$ cat config.mk
export PLATFORM = sky130hd
export DESIGN_NAME = load_store_unit
export DESIGN_NICKNAME = d
export VERILOG_FILES = /design/src/design/lsu_bus_pkg.sv /design/src/design/lsu_op_pkg.sv /design/src/design/load_store_unit.sv /design/src/design/lsu_load_align.sv /design/src/design/lsu_store_align.sv /design/src/design/lsu_bus_fsm.sv
export SDC_FILE = /design/constraint.sdc
export NUM_CORES = 1
export LEC_CHECK = 0
export ABC_AREA = 0
export BUFFER_PORTS_ARGS = -buffer_cell sky130_fd_sc_hd__buf_2
export CORE_ASPECT_RATIO = 0.5
export CORE_MARGIN = 2
export CORE_UTILIZATION = 45
export DETAILED_ROUTE_END_ITERATION = 12
export PLACE_DENSITY_LB_ADDON = 0.08
export REMOVE_ABC_BUFFERS = 1
export SYNTH_ARGS = -nofsm -noshare
export SYNTH_HDL_FRONTEND = slang
export SYNTH_SLANG_ARGS = --single-unit
$ cat constraint.sdc
create_clock -name clk_i -period 4.3 [get_ports clk_i]
set_input_delay 0.215 -clock clk_i [delete_from_list [all_inputs] [get_ports clk_i]]
set_output_delay 0.215 -clock clk_i [all_outputs]
set_load 0.05 [all_outputs]
$ cat src/design/lsu_bus_pkg.sv
/*
 * data bus widths and byte lane constants for the load/store unit
 */
package lsu_bus_pkg;

  // bus data word, the lane logic assumes four bytes
  parameter int unsigned DataWidth = 32;

  // one enable per byte lane
  parameter int unsigned BeWidth = 4;

  // address bits selecting a byte inside a word
  parameter int unsigned OffsetWidth = 2;

  // lane sizes used for rotation and extension
  parameter int unsigned ByteWidth = 8;
  parameter int unsigned HalfWidth = 16;

endpackage
$ cat src/design/lsu_op_pkg.sv
/*
 * access size opcode and byte offset type
 */
package lsu_op_pkg;

  // access size as delivered by the execute stage
  // encoding 3 is handled as a byte access
  typedef enum logic [1:0] {
    SIZE_WORD = 2'd0,
    SIZE_HALF = 2'd1,
    SIZE_BYTE = 2'd2
  } mem_size_e;

  // byte position inside a bus word
  typedef logic [lsu_bus_pkg::OffsetWidth-1:0] byte_offset_t;

endpackage

$ cat src/design/load_store_unit.sv
/*
 * load/store unit top level
 * request FSM plus store and load alignment between execute stage and data bus
 */
module load_store_unit #(
  parameter int unsigned AddrWidth = 32
) (
  input  logic                              clk_i,
  input  logic                              rst_ni,

  // execute stage side
  input  logic                              lsu_req_i,
  input  logic                              lsu_we_i,
  input  lsu_op_pkg::mem_size_e             lsu_type_i,
  input  logic                              lsu_sign_ext_i,
  input  logic [lsu_bus_pkg::DataWidth-1:0] lsu_wdata_i,
  input  logic [AddrWidth-1:0]              adder_result_ex_i,

  output logic [lsu_bus_pkg::DataWidth-1:0] lsu_rdata_o,
  output logic                              lsu_rdata_valid_o,
  output logic                              lsu_resp_valid_o,
  output logic                              lsu_req_done_o,
  output logic                              load_err_o,
  output logic                              store_err_o,
  output logic [AddrWidth-1:0]              addr_last_o,
  output logic                              busy_o,

  // data bus side
  output logic                              data_req_o,
  output logic [AddrWidth-1:0]              data_addr_o,
  output logic                              data_we_o,
  output logic [lsu_bus_pkg::BeWidth-1:0]   data_be_o,
  output logic [lsu_bus_pkg::DataWidth-1:0] data_wdata_o,
  input  logic                              data_gnt_i,
  input  logic                              data_rvalid_i,
  input  logic                              data_err_i,
  input  logic [lsu_bus_pkg::DataWidth-1:0] data_rdata_i
);

  lsu_op_pkg::byte_offset_t data_offset;
  logic                     ctrl_update;

  // byte offset feeds both alignment blocks
  assign data_offset = adder_result_ex_i[lsu_bus_pkg::OffsetWidth-1:0];

  // bus only sees word addresses
  assign data_addr_o = {adder_result_ex_i[AddrWidth-1:lsu_bus_pkg::OffsetWidth],
                        {lsu_bus_pkg::OffsetWidth{1'b0}}};
  assign data_we_o   = lsu_we_i;

  //////////////////////////////////////////////////
  // request FSM
  //////////////////////////////////////////////////

  lsu_bus_fsm #(
    .AddrWidth (AddrWidth)
  ) u_bus_fsm (
    .clk_i             (clk_i),
    .rst_ni            (rst_ni),
    .lsu_req_i         (lsu_req_i),
    .lsu_we_i          (lsu_we_i),
    .data_addr_i       (adder_result_ex_i),
    .data_gnt_i        (data_gnt_i),
    .data_rvalid_i     (data_rvalid_i),
    .data_err_i        (data_err_i),
    .data_req_o        (data_req_o),
    .ctrl_update_o     (ctrl_update),
    .lsu_req_done_o    (lsu_req_done_o),
    .lsu_resp_valid_o  (lsu_resp_valid_o),
    .lsu_rdata_valid_o (lsu_rdata_valid_o),
    .load_err_o        (load_err_o),
    .store_err_o       (store_err_o),
    .addr_last_o       (addr_last_o),
    .busy_o            (busy_o)
  );

  //////////////////////////////////////////////////
  // data alignment
  //////////////////////////////////////////////////

  lsu_store_align u_store_align (
    .lsu_type_i    (lsu_type_i),
    .data_offset_i (data_offset),
    .lsu_wdata_i   (lsu_wdata_i),
    .lsu_req_i     (lsu_req_i),
    .data_be_o     (data_be_o),
    .data_wdata_o  (data_wdata_o)
  );

  // control captured in the grant cycle, data extracted at rvalid
  lsu_load_align u_load_align (
    .clk_i          (clk_i),
    .rst_ni         (rst_ni),
    .ctrl_update_i  (ctrl_update),
    .lsu_type_i     (lsu_type_i),
    .lsu_sign_ext_i (lsu_sign_ext_i),
    .data_offset_i  (data_offset),
    .data_rdata_i   (data_rdata_i),
    .lsu_rdata_o    (lsu_rdata_o)
  );

endmodule

$ cat src/design/lsu_load_align.sv
/*
 * load side control capture, lane selection and zero or sign extension
 */
module lsu_load_align (
  input  logic                              clk_i,
  input  logic                              rst_ni,
  input  logic                              ctrl_update_i,
  input  lsu_op_pkg::mem_size_e             lsu_type_i,
  input  logic                              lsu_sign_ext_i,
  input  lsu_op_pkg::byte_offset_t          data_offset_i,
  input  logic [lsu_bus_pkg::DataWidth-1:0] data_rdata_i,
  output logic [lsu_bus_pkg::DataWidth-1:0] lsu_rdata_o
);

  lsu_op_pkg::byte_offset_t          offset_q;
  lsu_op_pkg::mem_size_e             type_q;
  logic                              sign_ext_q;
  logic [lsu_bus_pkg::DataWidth-1:0] rdata_shift;
  logic                              half_msb;
  logic                              byte_msb;

  //////////////////////////////////////////////////
  // captured access control
  //////////////////////////////////////////////////

  // request inputs are gone by the time the response arrives
  always_ff @(posedge clk_i or negedge rst_ni) begin
    if (!rst_ni) begin
      offset_q   <= '0;
      type_q     <= lsu_op_pkg::SIZE_WORD;
      sign_ext_q <= 1'b0;
    end else if (ctrl_update_i) begin
      offset_q   <= data_offset_i;
      type_q     <= lsu_type_i;
      sign_ext_q <= lsu_sign_ext_i;
    end
  end

  //////////////////////////////////////////////////
  // lane select and extension
  //////////////////////////////////////////////////

  // addressed byte moves down to lane 0
  assign rdata_shift = data_rdata_i >> (offset_q * lsu_bus_pkg::ByteWidth);

  // fill bit is zero for unsigned loads
  assign half_msb = sign_ext_q & rdata_shift[lsu_bus_pkg::HalfWidth-1];
  assign byte_msb = sign_ext_q & rdata_shift[lsu_bus_pkg::ByteWidth-1];

  always_comb begin
    unique case (type_q)
      lsu_op_pkg::SIZE_WORD: begin
        // aligned word, nothing to move
        lsu_rdata_o = data_rdata_i;
      end
      lsu_op_pkg::SIZE_HALF: begin
        lsu_rdata_o = {{(lsu_bus_pkg::DataWidth-lsu_bus_pkg::HalfWidth){half_msb}},
                       rdata_shift[lsu_bus_pkg::HalfWidth-1:0]};
      end
      default: begin
        // byte, also covers encoding 3
        lsu_rdata_o = {{(lsu_bus_pkg::DataWidth-lsu_bus_pkg::ByteWidth){byte_msb}},
                       rdata_shift[lsu_bus_pkg::ByteWidth-1:0]};
      end
    endcase
  end

  // size select drives the output mux on every response
  size_q_known_a: assert property (
    @(posedge clk_i) disable iff (!rst_ni)
    !$isunknown(type_q)
  ) else $error("captured access size is unknown");

endmodule

$ cat src/design/lsu_store_align.sv
/*
 * store side byte enables and write data lane rotation
 */
module lsu_store_align (
  input  lsu_op_pkg::mem_size_e          lsu_type_i,
  input  lsu_op_pkg::byte_offset_t       data_offset_i,
  input  logic [lsu_bus_pkg::DataWidth-1:0] lsu_wdata_i,
  input  logic                           lsu_req_i,
  output logic [lsu_bus_pkg::BeWidth-1:0]   data_be_o,
  output logic [lsu_bus_pkg::DataWidth-1:0] data_wdata_o
);

  logic [lsu_bus_pkg::BeWidth-1:0]     be_mask;
  logic [2*lsu_bus_pkg::DataWidth-1:0] wdata_dbl;
  logic                                crosses_word;

  // enables for an access at offset 0
  always_comb begin
    unique case (lsu_type_i)
      lsu_op_pkg::SIZE_WORD: be_mask = '1;
      lsu_op_pkg::SIZE_HALF: be_mask = {{(lsu_bus_pkg::BeWidth-2){1'b0}}, 2'b11};
      default:               be_mask = {{(lsu_bus_pkg::BeWidth-1){1'b0}}, 1'b1};
    endcase
  end

  // slide the mask to the addressed lanes
  // no enables without a request
  assign data_be_o = lsu_req_i ? (be_mask << data_offset_i) : '0;

  // rotate left by whole bytes
  // upper half of the doubled word holds the wrapped result
  assign wdata_dbl    = {lsu_wdata_i, lsu_wdata_i} << (data_offset_i * lsu_bus_pkg::ByteWidth);
  assign data_wdata_o = wdata_dbl[2*lsu_bus_pkg::DataWidth-1:lsu_bus_pkg::DataWidth];

  //////////////////////////////////////////////////
  // word crossing check
  //////////////////////////////////////////////////

  // word needs offset 0, half word must not start in the last lane
  assign crosses_word =
      ((lsu_type_i == lsu_op_pkg::SIZE_WORD) && (data_offset_i != '0)) ||
      ((lsu_type_i == lsu_op_pkg::SIZE_HALF) && (data_offset_i == '1));

  always_comb begin
    if (lsu_req_i) begin
      no_word_cross_a: assert final (!crosses_word)
        else $error("access crosses a word boundary");
    end
  end

endmodule

$ cat src/design/lsu_bus_fsm.sv
/*
 * bus request FSM for the load/store unit
 * store/load flag, response error classification, last address register
 */
module lsu_bus_fsm #(
  parameter int unsigned AddrWidth = 32
) (
  input  logic                 clk_i,
  input  logic                 rst_ni,

  // request from the core
  input  logic                 lsu_req_i,
  input  logic                 lsu_we_i,
  input  logic [AddrWidth-1:0] data_addr_i,

  // bus strobes
  input  logic                 data_gnt_i,
  input  logic                 data_rvalid_i,
  input  logic                 data_err_i,
  output logic                 data_req_o,

  // grant cycle pulse for the load alignment block
  output logic                 ctrl_update_o,

  // status back to the core
  output logic                 lsu_req_done_o,
  output logic                 lsu_resp_valid_o,
  output logic                 lsu_rdata_valid_o,
  output logic                 load_err_o,
  output logic                 store_err_o,
  output logic [AddrWidth-1:0] addr_last_o,
  output logic                 busy_o
);

  typedef enum logic {
    IDLE,
    WAIT_GNT
  } lsu_state_e;

  lsu_state_e           state_q, state_d;
  logic                 ctrl_update;
  logic                 data_we_q;
  logic [AddrWidth-1:0] addr_last_q;
  logic                 resp_valid;

  //////////////////////////////////////////////////
  // request FSM
  //////////////////////////////////////////////////

  always_comb begin
    state_d     = state_q;
    data_req_o  = 1'b0;
    ctrl_update = 1'b0;

    unique case (state_q)
      IDLE: begin
        // request goes out in the same cycle it arrives
        if (lsu_req_i) begin
          data_req_o = 1'b1;
          if (data_gnt_i) begin
            ctrl_update = 1'b1;
          end else begin
            state_d = WAIT_GNT;
          end
        end
      end

      WAIT_GNT: begin
        // hold the request until the bus accepts it
        data_req_o = 1'b1;
        if (data_gnt_i) begin
          ctrl_update = 1'b1;
          state_d     = IDLE;
        end
      end

      default: begin
        state_d = IDLE;
      end
    endcase
  end

  always_ff @(posedge clk_i or negedge rst_ni) begin
    if (!rst_ni) begin
      state_q <= IDLE;
    end else begin
      state_q <= state_d;
    end
  end

  //////////////////////////////////////////////////
  // grant cycle capture
  //////////////////////////////////////////////////

  // direction of the outstanding access, selects the error type later
  // full address kept for the trap value
  always_ff @(posedge clk_i or negedge rst_ni) begin
    if (!rst_ni) begin
      data_we_q   <= 1'b0;
      addr_last_q <= '0;
    end else if (ctrl_update) begin
      data_we_q   <= lsu_we_i;
      addr_last_q <= data_addr_i;
    end
  end

  //////////////////////////////////////////////////
  // response classification
  //////////////////////////////////////////////////

  // only one access in flight, so a response always finds the FSM idle
  assign resp_valid = data_rvalid_i & (state_q == IDLE);

  assign ctrl_update_o     = ctrl_update;
  assign lsu_req_done_o    = ctrl_update;
  assign lsu_resp_valid_o  = resp_valid;
  assign lsu_rdata_valid_o = resp_valid & ~data_err_i & ~data_we_q;
  assign load_err_o        = resp_valid &  data_err_i & ~data_we_q;
  assign store_err_o       = resp_valid &  data_err_i &  data_we_q;
  assign addr_last_o       = addr_last_q;
  assign busy_o            = (state_q != IDLE);

  // address has to be valid for the whole request phase
  req_addr_known_a: assert property (
    @(posedge clk_i) disable iff (!rst_ni)
    data_req_o |-> !$isunknown(data_addr_i)
  ) else $error("data request with unknown address");

  state_legal_a: assert property (
    @(posedge clk_i) disable iff (!rst_ni)
    state_q inside {IDLE, WAIT_GNT}
  ) else $error("illegal FSM state");

endmodule

==> flow_metrics.env, run 1 <==
export IMPL_relSlewSlack_pct=36.8
export IMPL_inserted_clock_buffers=5
export IMPL_postSynthRegisterBits=37
export IMPL_antenna_found_initial=0
export IMPL_instances_no_fill=593
export IMPL_clk_path_buf_depth=2
export IMPL_global_route_wire_length_before_repair_um=14300
export IMPL_worstPathMaxFanout=31
export IMPL_place_hpwl_um=6950
export IMPL_timing_max_transition_violations_final=0
export IMPL_ir_drop_v=0.000202
export IMPL_antennaDiodeCount=0
export IMPL_drtIter0Drc=99
export IMPL_cts_clk_slew_worst_paths_ns=0.06
export IMPL_layout_common_cells="sky130_fd_sc_hd__buf_2, sky130_fd_sc_hd__dfrtp_1, sky130_fd_sc_hd__mux2_2"
export IMPL_syn_instance_count=306
export IMPL_worst_clock_skew_ns=0.00463
export IMPL_post_synth_cell_area_avg_um2=10.8
export IMPL_synthToLayoutAreaGrowth_pct=33.7
export IMPL_floorplan_die_area_um2=8120
export IMPL_ys_seq_area_share_pct=27.9
export IMPL_crit_path_start_kind="flip-flop"
export IMPL_totalWireLength_um=9020
export IMPL_global_route_overflow_total=0
export IMPL_core_area_um2=7240
export IMPL_cts_resized=0
export IMPL_num_vias=3191
export IMPL_power_density_nw_per_um2=445
export IMPL_fin_crit_sh_pct=64.0
export IMPL_post_cts_setup_buffer_count=0
export IMPL_clock_sinks=37
export IMPL_placement_rows=22
export IMPL_synth_edff_count=0
export IMPL_min_period_ns=2.75
export IMPL_grt_setup_unrepaired="false"
export IMPL_pin_count_of_the_biggest_net_entering_global_routing=38
export IMPL_data_arrival_time_of_the_critical_path_ns=2.54
export IMPL_critPathCaptureType="primary output"
export IMPL_htree_levels=2
export IMPL_detailedRoute_firstPassIterationCount=7
export IMPL_gp_congestion=0.778
export IMPL_wl_per_cell_um=15.2
export IMPL_holdCritPathClass="input pin to asynchronous set/reset pin"
export IMPL_critPathRequiredTime_ns=4.09
export IMPL_synth_lib_cells_used_distinct=32
export IMPL_criticalPathCategory="flip-flop to primary output"
export IMPL_grt_pass1_vias=2901
export IMPL_finalHoldViolations=0
export IMPL_achievable_frequency_mhz=363
export IMPL_clock_root_buffer="sky130_fd_sc_hd__clkbuf_16"
export IMPL_layout_drive_gt1_share_pct=65.0
export IMPL_yosysWarnings=0
export IMPL_power_leakage_nw=2.27
export IMPL_dp_cells=585
export IMPL_status="complete, no violations"
export IMPL_final_hold_worst_slack_ns=0.0239
export IMPL_clk_insertion_delay_late_ns=0.27
export IMPL_cts_hold_repair_buffers=0
export IMPL_setup_tns_final_ns=0
export IMPL_tritoncts="yes"
export IMPL_number_of_primary_i_o_pins=246
export IMPL_detail_route_drc_violations=0
export IMPL_die_h_um=64.7
export IMPL_ys_dominant_reg_cell="sky130_fd_sc_hd__dfrtp_1"
export IMPL_nets=602
export IMPL_grt_util_all_layers_pct=21.4
export IMPL_max_cap_check_violation_count=0
export IMPL_route_antenna_remaining_nets=0
export IMPL_detail_route_vias_per_cell=5.38
export IMPL_floorplan_initialDensity_pct=45.8
export IMPL_die_width_um=125
export IMPL_asyncSetResetFlopFracSynth_pct=100
export IMPL_place_port_buffers=243
export IMPL_setup_violations=0
export IMPL_synth_cell_area_um2=3320
export IMPL_transition_time_at_the_pin_with_the_least_slew_margin_ns=0.948
export IMPL_mostFrequentLayoutCell="sky130_fd_sc_hd__buf_2"
-- cell usage after synthesis, drive strengths merged, types with 2 or more instances --
master / instances / area, µm²
buf: 52 / 354
nor2: 11 / 41.3
or2: 2 / 12.5
nand4: 16 / 100
a21oi: 2 / 10.0
a31oi: 8 / 50.1
mux2: 35 / 394
dfrtp: 37 / 926
nand2: 20 / 75.1
nand3b: 10 / 75.1
a2bb2oi: 8 / 70.1
nor2b: 11 / 68.8
o21ai: 12 / 60.1
mux4: 32 / 721
clkbuf: 12 / 45.0
o31ai: 8 / 60.1
inv: 2 / 7.51
mux2i: 10 / 100
o211a: 9 / 90.1
-- area by class of cell --
| class | instances | area (µm²) |
|---|---|---|
| clock inverters | 2 | 15.0 |
| fillers | 688 | 2800 |
| inverters | 2 | 7.51 |
| well taps | 96 | 120 |
| multi-input cells | 204 | 2000 |
| clock buffers | 6 | 129 |
| repair buffers | 246 | 1240 |
| flip-flops and latches | 37 | 926 |
-- worst max-delay path: stages, from the launching register on --
cell	delay (ns)
sky130_fd_sc_hd__dfrtp_1	0.91
sky130_fd_sc_hd__nand3b_1	0.20
sky130_fd_sc_hd__o22a_1	0.65
sky130_fd_sc_hd__nand4_1	0.22
sky130_fd_sc_hd__buf_2	0.28
-- logic make-up after synthesis --
kind of cell / Yosys count / synth area share, %
buf+inv: 66 / 12.3
compound gates: 48 / 10.5
simple gates: 77 / 12.6
mux: 77 / 36.6
flops: 37 / 27.9
other cells: 1 / 0.113
-- metal layers --
metal | track usage [%] | routed length, µm | vias up
li1 | - | - | 1514
met1 | 25.7 | 3550 | 1537
met2 | 41.1 | 4820 | 133
met3 | 4.05 | 596 | 7
met4 | 3.61 | 61 | 0
met5 | 0 | 0 | -
-- report_power, final --
| group | total, W | switching [W] | internal, W | leakage (nW) |
|---|---|---|---|---|
| registers | 0.000453 | 0.0000535 | 0.000399 | 0.435 |
| clock network | 0.000349 | 0.000135 | 0.000215 | 0.0631 |
| logic | 0.00117 | 0.000852 | 0.000321 | 1.77 |
| total | 0.00197 | 0.00104 | 0.000934 | 2.27 |
-- flip-flops by register name, indices dropped and copies added (netlist names) --
name                     cells
u_bus_fsm.addr_last_o       31
u_load_align.type_q          2
u_bus_fsm.busy_o             1
u_bus_fsm.data_we_q          1
u_load_align.offset_q        1
u_load_align.sign_ext_q      1
-- worst paths after layout --
kind,from,to,slack [ns],depth (start not counted)
setup / recovery,u_load_align.offset_q[0],lsu_rdata_o[16],1.55,4
max in group asynchronous,rst_ni,u_bus_fsm.addr_last_o[25],3.76,1
min in group clk_i,data_gnt_i,u_bus_fsm.busy_o,0.14,2
setup reg to reg,u_bus_fsm.busy_o,u_bus_fsm.addr_last_o[12],2.62,3
hold / removal,rst_ni,u_bus_fsm.addr_last_o[11],0.02,1
hold reg to reg,u_bus_fsm.addr_last_o[31],u_bus_fsm.addr_last_o[31],0.50,1
-- through the flow --
step | total power (W) | worst slack [ns] | instance area, µm² | utilization (%)
6_report | 0.00197 | 1.55 | 4440 | 61.3
5_1_grt | 0.00207 | 1.37 | 4440 | 61.3
4_1_cts | 0.00199 | 1.57 | 4440 | 61.3
3_5_place_dp | 0.00164 | 1.86 | 4290 | 59.3
3_3_place_gp | 0.00163 | 1.96 | 4290 | 59.3
2_1_floorplan | 0.00128 | -0.180 | 2920 | -
(Power assumes the default switching activity.)
==> inputs of run 2 (changes only) <==
Settings changed: ABC_AREA 0 to 1, CORE_UTILIZATION 45 to 42.
Clock period 4.3 ns to 2.76 ns, I/O delays scaled along.
==> flow_metrics.env, run 2 <==
export IMPL_layout_common_cells="sky130_fd_sc_hd__nand2_1, sky130_fd_sc_hd__buf_2, sky130_fd_sc_hd__o21ai_0"
export IMPL_synth_top_cells_by_area="sky130_fd_sc_hd__nand2_1, sky130_fd_sc_hd__dfrtp_1, sky130_fd_sc_hd__buf_4"
export IMPL_holdCritPathClass="input pin to flip-flop"
export IMPL_timing_max_transition_violations_final=0
export IMPL_gp_congestion=0.858
export IMPL_antennaDiodeCount=0
export IMPL_synthToLayoutAreaGrowth_pct=34.0
export IMPL_postSynthRegisterBits=37
export IMPL_ys_dominant_reg_cell="sky130_fd_sc_hd__dfrtp_1"
export IMPL_layout_drive_gt1_share_pct=34.8
export IMPL_placement_rows=23
export IMPL_place_hpwl_um=7610
export IMPL_critPathCaptureType="primary output"
export IMPL_share_comb_of_total_power_pct=56.5
export IMPL_floorplan_initialDensity_pct=42.9
export IMPL_place_port_buffers=243
export IMPL_grt_pass1_vias=3424
export IMPL_asyncSetResetFlopFracSynth_pct=100
export IMPL_htree_levels=2
export IMPL_floorplan_die_area_um2=8890
export IMPL_post_synth_top_count_cell="sky130_fd_sc_hd__nand2_1"
export IMPL_route_antenna_remaining_nets=0
export IMPL_synth_edff_count=0
export IMPL_max_cap_check_violation_count=0
export IMPL_wl_per_cell_um=11.4
export IMPL_inserted_clock_buffers=5
export IMPL_finalHoldViolations=0
export IMPL_power_report_internal_total_w=0.00144
export IMPL_post_synth_cell_area_avg_um2=5.96
export IMPL_cts_hold_repair_buffers=1
export IMPL_drtIter0Drc=180
export IMPL_clk_insertion_delay_late_ns=0.27
export IMPL_setup_tns_final_ns=0
export IMPL_cts_resized=0
export IMPL_totalPowerFinal_w=0.00300
export IMPL_relSlewSlack_pct=40.1
export IMPL_nets=872
export IMPL_synth_cell_area_um2=3410
export IMPL_totalWireLength_um=10000
export IMPL_switching_power_w=0.00156
export IMPL_criticalPathCategory="flip-flop to primary output"
export IMPL_antenna_found_initial=0
export IMPL_largest_register_ff_count=31
export IMPL_yosysWarnings=0
export IMPL_grt_util_all_layers_pct=21.5
export IMPL_ys_seq_area_share_pct=27.2
export IMPL_power_leakage_nw=2.96
export IMPL_pre_cts_slack_ns=0.936
export IMPL_pin_count_of_the_biggest_net_entering_global_routing=40
export IMPL_power_density_nw_per_um2=658
export IMPL_data_arrival_time_of_the_critical_path_ns=1.97
export IMPL_finish_utilization_pct=57.5
export IMPL_fin_crit_sh_pct=76.5
export IMPL_critPathRequiredTime_ns=2.62
export IMPL_syn_instance_count=572
export IMPL_die_h_um=67.7
export IMPL_worst_clock_skew_ns=0.00325
export IMPL_clk_path_buf_depth=2
export IMPL_status="complete, no violations"
export IMPL_achievable_frequency_mhz=473
export IMPL_synth_cells_most_frequent="sky130_fd_sc_hd__nand2_1, sky130_fd_sc_hd__o21ai_0, sky130_fd_sc_hd__inv_1"
export IMPL_global_route_overflow_total=0
export IMPL_num_vias=3958
export IMPL_crit_path_start_kind="flip-flop"
export IMPL_transition_time_at_the_pin_with_the_least_slew_margin_ns=0.898
export IMPL_detailedRoute_firstPassIterationCount=4
export IMPL_detail_route_vias_per_cell=4.50
export IMPL_post_cts_setup_buffer_count=0
export IMPL_post_synth_top_area_share_pct=32.7
export IMPL_global_route_wire_length_before_repair_um=15900
export IMPL_grt_setup_unrepaired="false"
export IMPL_netSwitchingFraction_pct=51.9
export IMPL_die_width_um=131
export IMPL_clock_sinks=37
export IMPL_tritoncts="yes"
export IMPL_power_clock_fraction_pct=21.6
export IMPL_clock_root_buffer="sky130_fd_sc_hd__clkbuf_16"
export IMPL_ir_drop_v=0.000362
export IMPL_mostFrequentLayoutCell="sky130_fd_sc_hd__nand2_1"
export IMPL_synthDominantAreaCellType="sky130_fd_sc_hd__nand2_1"
export IMPL_power_frac_seq_pct=21.9
export IMPL_timing_final_ws_setup_ns=0.647
export IMPL_worstPathMaxFanout=24
export IMPL_cts_clk_slew_worst_paths_ns=0.05
export IMPL_core_area_um2=7940
export IMPL_detail_route_drc_violations=0
export IMPL_setup_violations=0
export IMPL_number_of_primary_i_o_pins=246
export IMPL_synth_lib_cells_used_distinct=24
export IMPL_min_period_ns=2.11
==> run 2: through the flow <==
step / std cells / cell area (µm²) / hold WS (ns)
floorplan: 509 / 2980 / -0.158
global placement: 870 / 4380 / 0.283
detailed placement: 870 / 4380 / 0.282
CTS: 879 / 4560 / 0.0258
global route: 879 / 4560 / 0.0391
finish: 879 / 4560 / 0.0286
==> run 2: kinds of logic after synthesis <==
| logic type | Yosys count | share of synthesized area [%] |
|---|---|---|
| other | 1 | 0.110 |
| AND/OR/NAND/NOR | 339 | 39.8 |
| flip-flops | 37 | 27.2 |
| AO/OA/AOI/OAI | 63 | 9.77 |
| buffers and inverters | 116 | 18.4 |
| multiplexers | 16 | 4.70 |
==> run 2: final timing paths <==
check	from	to	slack [ns]	cells past startpoint
setup / recovery	u_bus_fsm.addr_last_o[1]	lsu_rdata_o[16]	0.65	7
hold / removal	data_gnt_i	u_bus_fsm.busy_o	0.03	2
setup reg to reg	u_bus_fsm.busy_o	u_bus_fsm.data_we_q	1.45	5
hold reg to reg	u_bus_fsm.addr_last_o[7]	u_bus_fsm.addr_last_o[7]	0.47	2
max in group asynchronous	rst_ni	u_bus_fsm.addr_last_o[24]	1.75	2
min in group asynchronous	rst_ni	u_bus_fsm.addr_last_o[4]	0.50	2
==> run 2: layout make-up <==
| cell class | count | area [µm²] |
|---|---|---|
| Fill cell | 867 | 3380 |
| Clock inverter | 1 | 30.0 |
| Clock buffer | 7 | 143 |
| Inverter | 52 | 195 |
| Timing Repair Buffer | 250 | 1270 |
| Tap cell | 112 | 140 |
| Multi-Input combinational cell | 420 | 1860 |
| Sequential cell | 37 | 926 |
==> run 2: worst max-delay path: stages, from the launching register on <==
cell and delay [ns]:
sky130_fd_sc_hd__dfrtp_1 0.55, sky130_fd_sc_hd__inv_1 0.24, sky130_fd_sc_hd__nand3_2 0.16, sky130_fd_sc_hd__nand3_4 0.26
sky130_fd_sc_hd__nand2_1 0.14, sky130_fd_sc_hd__inv_1 0.05, sky130_fd_sc_hd__nand2_1 0.04, sky130_fd_sc_hd__buf_2 0.26
==> run 2: power groups by stage <==
stage	registers [W]	logic, W	clock network (W)
final	0.000657	0.00170	0.000649
after global routing	0.000668	0.00183	0.000687
after CTS	0.000657	0.00171	0.000662
after detailed placement	0.000665	0.00170	0
after global placement	0.000663	0.00170	0
after floorplan	0.000897	0.000932	0
==> run 2: layer usage <==
metal | part of all wire, % | wire length, µm | vias up | track usage, %
met5 | 0 | 0 | - | 0
met4 | 0 | 0 | 0 | 3.53
met3 | 8.0 | 804 | 0 | 4.95
met2 | 49 | 4960 | 121 | 39.7
met1 | 43 | 4290 | 1721 | 26.8
li1 | - | - | 2116 | -
